`config.mk`:
```
export PLATFORM = sky130hd
export DESIGN_NAME = mem_stage
export DESIGN_NICKNAME = d
export VERILOG_FILES = /design/src/mem_pkg.sv /design/src/store_align.sv /design/src/load_extract.sv /design/src/mem_stage.sv
export SDC_FILE = /design/constraint.sdc
export NUM_CORES = 1
export LEC_CHECK = 0
export BUFFER_PORTS_ARGS = -buffer_cell sky130_fd_sc_hd__buf_4
export CAP_MARGIN = 20
export CORE_AREA = 3 3 140 142
export DETAILED_ROUTE_END_ITERATION = 8
export DIE_AREA = 0 0 143 145
export GPL_TIMING_DRIVEN = 0
export MAX_ROUTING_LAYER = met4
export REMOVE_ABC_BUFFERS = 1
export SETUP_SLACK_MARGIN = 0.3
export SYNTH_ARGS = -nofsm -noshare
export SYNTH_HDL_FRONTEND = slang
export SYNTH_SLANG_ARGS = --single-unit
```
`constraint.sdc`:
```
create_clock -name clk -period 2.6 [get_ports clk]
set_input_delay 0.39 -clock clk [delete_from_list [all_inputs] [get_ports clk]]
set_output_delay 0.39 -clock clk [all_outputs]
set_load 0.01 [all_outputs]
```
`src/mem_pkg.sv`:
```
package mem_pkg;

    // word address width and depth of the data RAM
    localparam int RAM_ADDR_BITS = 8;
    localparam int DATA_RAM_WORDS = 256;

    // access width of a load or store
    typedef enum logic [1:0] {
        MEM_WORD = 2'd0,
        MEM_HALF = 2'd1,
        MEM_BYTE = 2'd2
    } mem_size_t;

    typedef struct packed {
        logic is_mem;
        // zero-extend on load
        logic is_unsigned;
        logic is_store;
        mem_size_t size;
    } mem_op_t;

    // bundle from execute
    typedef struct packed {
        logic is_break;
        mem_op_t op;
        logic inst_valid;
        logic [31:0] pc;
        logic [31:0] inst;
        logic [4:0] wreg_index;
        logic wreg_en;
        logic [31:0] store_data;
        // also the byte address for loads and stores
        logic [31:0] alu_result;
    } ex_to_mem_t;

    // bundle towards write-back
    typedef struct packed {
        logic is_break;
        logic inst_valid;
        logic [4:0] wreg_index;
        logic wreg_en;
        logic [31:0] inst;
        logic [31:0] pc;
        logic [31:0] result;
    } mem_to_wb_t;

    // forwarded to decode
    typedef struct packed {
        logic [31:0] result;
        logic [4:0] wreg_index;
        logic wreg_en;
    } bypass_t;

endpackage

```
`src/store_align.sv`:
```
`timescale 1ns/1ps

module store_align (
    input  mem_pkg::mem_size_t size,
    input  logic [1:0]         offset,
    input  logic [31:0]        store_data,
    output logic [31:0]        wdata,
    output logic [3:0]         wmask
);
    import mem_pkg::*;

    always_comb begin
        case (size)
            MEM_BYTE: begin
                // byte copied to every lane, mask picks the one written
                wdata = {4{store_data[7:0]}};
                wmask = 4'b0001 << offset;
            end
            MEM_HALF: begin
                // only offset[1] matters for halfwords
                wdata = {2{store_data[15:0]}};
                if (offset[1]) begin
                    wmask = 4'b1100;
                end else begin
                    wmask = 4'b0011;
                end
            end
            MEM_WORD: begin
                wdata = store_data;
                wmask = 4'b1111;
            end
            default: begin
                // unused size code, nothing gets written
                wdata = store_data;
                wmask = 4'b0000;
            end
        endcase
    end

endmodule

```
`src/load_extract.sv`:
```
`timescale 1ns/1ps

module load_extract (
    input  mem_pkg::mem_size_t size,
    input  logic               is_unsigned,
    input  logic [1:0]         offset,
    input  logic [31:0]        rdata,
    output logic [31:0]        value
);
    import mem_pkg::*;

    logic [7:0]  byte_lane;
    logic [15:0] half_lane;

    // lane select, same offset rules as the store side
    assign byte_lane = rdata[offset*8 +: 8];
    assign half_lane = offset[1] ? rdata[31:16] : rdata[15:0];

    always_comb begin
        case (size)
            MEM_BYTE: begin
                if (is_unsigned) begin
                    value = {24'h0, byte_lane};
                end else begin
                    value = {{24{byte_lane[7]}}, byte_lane};
                end
            end
            MEM_HALF: begin
                if (is_unsigned) begin
                    value = {16'h0, half_lane};
                end else begin
                    value = {{16{half_lane[15]}}, half_lane};
                end
            end
            // words and the unused code pass straight through
            default: begin
                value = rdata;
            end
        endcase
    end

endmodule

```
`src/mem_stage.sv`:
```
`timescale 1ns/1ps

module mem_stage (
    input  logic                              clk,
    input  logic                              reset,
    input  mem_pkg::ex_to_mem_t               in_bundle,
    input  logic                              in_valid,
    output logic                              in_ready,
    output mem_pkg::mem_to_wb_t               out_bundle,
    output logic                              out_valid,
    input  logic                              out_ready,
    output mem_pkg::bypass_t                  bypass,
    output logic                              ram_en,
    output logic                              ram_we,
    output logic [mem_pkg::RAM_ADDR_BITS-1:0] ram_addr,
    output logic [3:0]                        ram_wmask,
    output logic [31:0]                       ram_wdata,
    input  logic [31:0]                       ram_rdata
);
    import mem_pkg::*;

    logic       accept;
    logic       is_load;
    logic [31:0] load_value;
    logic [31:0] mem_result;

    // the stage never stalls on its own
    assign in_ready = out_ready;
    assign accept = in_valid && out_ready;

    store_align u_store_align (
        .size       (in_bundle.op.size),
        .offset     (in_bundle.alu_result[1:0]),
        .store_data (in_bundle.store_data),
        .wdata      (ram_wdata),
        .wmask      (ram_wmask)
    );

    load_extract u_load_extract (
        .size        (in_bundle.op.size),
        .is_unsigned (in_bundle.op.is_unsigned),
        .offset      (in_bundle.alu_result[1:0]),
        .rdata       (ram_rdata),
        .value       (load_value)
    );

    // only enabled on the accepting edge so a stalled store writes once
    assign ram_en = in_bundle.op.is_mem && in_bundle.inst_valid && accept;
    assign ram_we = in_bundle.op.is_store;
    assign ram_addr = in_bundle.alu_result[RAM_ADDR_BITS+1:2];

    assign is_load = in_bundle.op.is_mem && !in_bundle.op.is_store;
    assign mem_result = is_load ? load_value : in_bundle.alu_result;

    // forwarding path, combinational from the incoming bundle
    assign bypass.result = mem_result;
    assign bypass.wreg_index = in_bundle.wreg_index;
    assign bypass.wreg_en = in_bundle.wreg_en && in_valid;

    always_ff @(posedge clk) begin
        if (reset) begin
            out_valid <= 1'b0;
        end else if (out_ready) begin
            out_valid <= in_valid;
        end
    end

    always_ff @(posedge clk) begin
        if (reset) begin
            out_bundle <= '0;
        end else if (accept) begin
            out_bundle.is_break   <= in_bundle.is_break;
            out_bundle.inst_valid <= in_bundle.inst_valid;
            out_bundle.wreg_index <= in_bundle.wreg_index;
            out_bundle.wreg_en    <= in_bundle.wreg_en;
            out_bundle.inst       <= in_bundle.inst;
            out_bundle.pc         <= in_bundle.pc;
            out_bundle.result     <= mem_result;
        end
    end

    // write-back must see the same item until it takes it
    a_hold_while_stalled: assert property (
        @(posedge clk) disable iff (reset)
        out_valid && !out_ready |=> out_valid && $stable(out_bundle)
    ) else $error("out_bundle changed while stalled");

    // a write must touch at least one byte of the RAM
    a_write_has_mask: assert property (
        @(posedge clk) disable iff (reset)
        ram_en && ram_we |-> ram_wmask != 4'b0000
    ) else $error("RAM write with empty byte mask");

endmodule

```
==> flow_metrics.env <==
export IMPL_dp_hpwl_mm=18.4
export IMPL_grt_ovfl_total=0
export IMPL_std_cell_rows=50
export IMPL_pwr_density_cell_mw_per_mm2=503
export IMPL_design_area_mm2=0.00904
export IMPL_drt_pre_antenna_iters=6
export IMPL_ir_worst_vdd_mv=0.261
export IMPL_routed_wl_mm=25.4
export IMPL_hp_class="in -> reg"
export IMPL_core_area_mm2=0.0186
export IMPL_intPower_w=0.00313
export IMPL_detail_route_wl_per_cell_um=19.1
export IMPL_netlist_area_mm2=0.00555
export IMPL_outcome="finished clean"
export IMPL_drcViolationCount=0
export IMPL_yosysUniqueCellTypes=45
export IMPL_clock_sinks=105
export IMPL_final_nets=1277
export IMPL_slew_violations=0
export IMPL_layout_min_cycle_time_ns=2.26
export IMPL_drive_gt1_share_pct=42.1
export IMPL_hold_path_endpoint="out_bundle[80]"
export IMPL_cts_tree="done"
export IMPL_pre_cts_ws_ns=-0.878
export IMPL_place_gp_congestion=0.877
export IMPL_grt_pass1_vias=6347
export IMPL_antenna_found_initial=0
export IMPL_synth_cells=778
export IMPL_comb_power_share_pct=29.9
export IMPL_worst_hold_slack_ns=0.273
export IMPL_ys_async_sr_fraction_pct=0
export IMPL_synth_edf_count=0
export IMPL_placed_area_mm2=0.00827
export IMPL_vias=6707
export IMPL_p_sw_w=0.00142
export IMPL_reg2reg_slack_ns=1.78
export IMPL_cp_required_ns=2.21
export IMPL_critPathMaxFanout=15
export IMPL_synth_seq_cells=105
export IMPL_cap_violations=0
export IMPL_hold_viol_final=0
export IMPL_finalSetupViolCount=0
export IMPL_synth_avg_cell_area_um2=7.14
export IMPL_seq_power_share_pct=38.0
export IMPL_grt_pass1_wl_mm=36.3
export IMPL_area_delta_synth_final_pct=62.8
export IMPL_whs_path_depth=3
export IMPL_num_antenna_cells=0
export IMPL_grt_setup_unrepaired="yes"
export IMPL_endpoint_kind="primary output"
export IMPL_drt_iter0_markers=286
export IMPL_die_h_um=145
export IMPL_clk_pin_slew_ns=0.08
export IMPL_finalClockSkew_ns=0
export IMPL_slew_limit_headroom_pct=31.3
export IMPL_postCtsHoldBufs=0
export IMPL_hp_start="in_bundle[86]"
export IMPL_timing_final_crit_share_pct=87.0
export IMPL_htreeDepth=3
export IMPL_ys_warnings_count=0
export IMPL_initial_core_util_pct=29.9
export IMPL_reg2reg_from="out_bundle[3]"
export IMPL_cts_made_buffers=9
export IMPL_cts_root_buffer="clkbuf_16"
export IMPL_synthFlopType="dfxtp_1"
export IMPL_p_leak_nw=4.13
export IMPL_via_per_inst=5.02
export IMPL_fmax_mhz=442
export IMPL_power_w=0.00455
export IMPL_yosysSeqAreaShare_pct=37.9
export IMPL_swShare_pct=31.2
export IMPL_r2r_end="out_bundle[3]"
export IMPL_final_antenna_net_count=0
export IMPL_worst_pin_slew_ns=1.03
export IMPL_dieArea_mm2=0.0207
export IMPL_crit_type="in -> out"
export IMPL_setup_tns_final_ns=0
export IMPL_cts_path_max_buffers=2
export IMPL_grt_start_max_net_pins=93
export IMPL_clock_latency_ns=0.35
export IMPL_clockPowerShare_pct=32.0
export IMPL_track_usage_pct=23.3
export IMPL_worst_slack_ns=0.337
export IMPL_arrival_ns=1.87
export IMPL_ios=367
export IMPL_die_w_um=143
export IMPL_startpoint_type="primary input"
export IMPL_r2r_cells=2
export IMPL_numPortBuffers=366
routing by layer:
metal / routed length [µm] / track usage [%] / vias up
met5: 0 / - / -
li1: - / - / 3277
met2: 12700 / 39.7 / 297
met3: 1640 / 3.76 / 50
met1: 10100 / 26.7 / 3083
met4: 1000 / 10.6 / 0
flip-flops by register name, summed over array words and instances (netlist names):
signal and cells:
out_bundle 104, out_valid 1
per-stage QoR:
| step | util (%) | std cells |
|---|---|---|
| global route | 48.7 | 1335 |
| global placement | 43.9 | 1294 |
| CTS | 47.8 | 1330 |
| detailed placement | 44.5 | 1298 |
| finish | 48.7 | 1335 |
| floorplan | - | 694 |
cell usage in the layout (no fill, tap or decap), types with 4 or more instances in the layout:
master	netlist	layout
a21oi_1	93	86
a21oi_2	0	7
a22o_1	8	8
a22oi_1	8	8
a311oi_1	7	7
a31oi_2	0	4
and3_1	9	9
buf_4	23	378
clkbuf_16	0	9
dfxtp_1	105	105
inv_1	19	17
inv_6	0	4
mux2i_1	8	8
nand2_1	184	181
nor2_1	95	90
nor2_2	10	15
nor2b_1	18	15
nor4_1	8	8
nor4b_1	4	4
o211ai_1	7	7
o21ai_0	34	22
o21ai_1	1	10
o22ai_1	22	20
o41ai_1	15	15
cells by family after synthesis:
kind of cell | after synthesis | synth area share, %
buf+inv | 104 | 9.24
mux | 10 | 2.05
flops | 105 | 37.9
fa+ha+maj | 4 | 0.901
compound gates | 209 | 22.8
simple gates | 346 | 27.1
cell usage after synthesis (all sizes together), types with 9 or more instances:
library cell	number	share of area (%)
o41ai	15	2.4
dfxtp	105	38
o21ai	35	3.2
buf	34	4.5
and3	9	1.0
clkbuf	50	3.4
nand2	184	12
nor2	105	7.5
nor2b	18	2.0
inv	19	1.3
a21oi	93	8.4
o22ai	22	2.5
critical path: stages:
cell	delay, ns
buf_4	0.12
inv_4	0.05
ha_4	0.37
buf_8	0.16
nand2_8	0.09
o211ai_1	0.34
a31oi_4	0.16
buf_6	0.18
final cells by class:
| class | instances | area [µm²] |
|---|---|---|
| clock buffers | 10 | 229 |
| clock inverters | 6 | 81.3 |
| fillers | 1901 | 9540 |
| inverters | 20 | 85.1 |
| multi-input cells | 571 | 3200 |
| flip-flops and latches | 105 | 2100 |
| well taps | 234 | 293 |
| repair buffers | 389 | 3050 |
repair_timing:
action                     CTS  global route
pin swaps                    9             6
resized for setup           36            37
setup endpoints to repair   70            44
buffers inserted            13             4
gates cloned                 3             0
power by group through the flow:
stage / registers, W / clock network (W) / logic (W)
final: 0.00173 / 0.00146 / 0.00136
after global routing: 0.00174 / 0.00156 / 0.00146
after global placement: 0.00177 / 0 / 0.00122
after floorplan: 0.00181 / 0 / 0.000449
after detailed placement: 0.00177 / 0 / 0.00124
after CTS: 0.00173 / 0.00151 / 0.00132
how the worst max path moves through the flow:
| stage | depth (start not counted) | startpoint | slack [ns] | endpoint |
|---|---|---|---|---|
| global route | 8 | in_bundle[136] | 0.29 | bypass[6] |
| detailed placement | 8 | in_bundle[136] | -0.88 | bypass[6] |
| CTS | 9 | in_bundle[135] | 0.26 | bypass[6] |
| finish | 8 | in_bundle[136] | 0.34 | bypass[6] |
| floorplan | 3 | in_valid | -0.68 | out_bundle[16] |
| global placement | 4 | out_ready | -2.75 | out_bundle[29] |
Note: power is estimated with default switching activity, not from simulation.
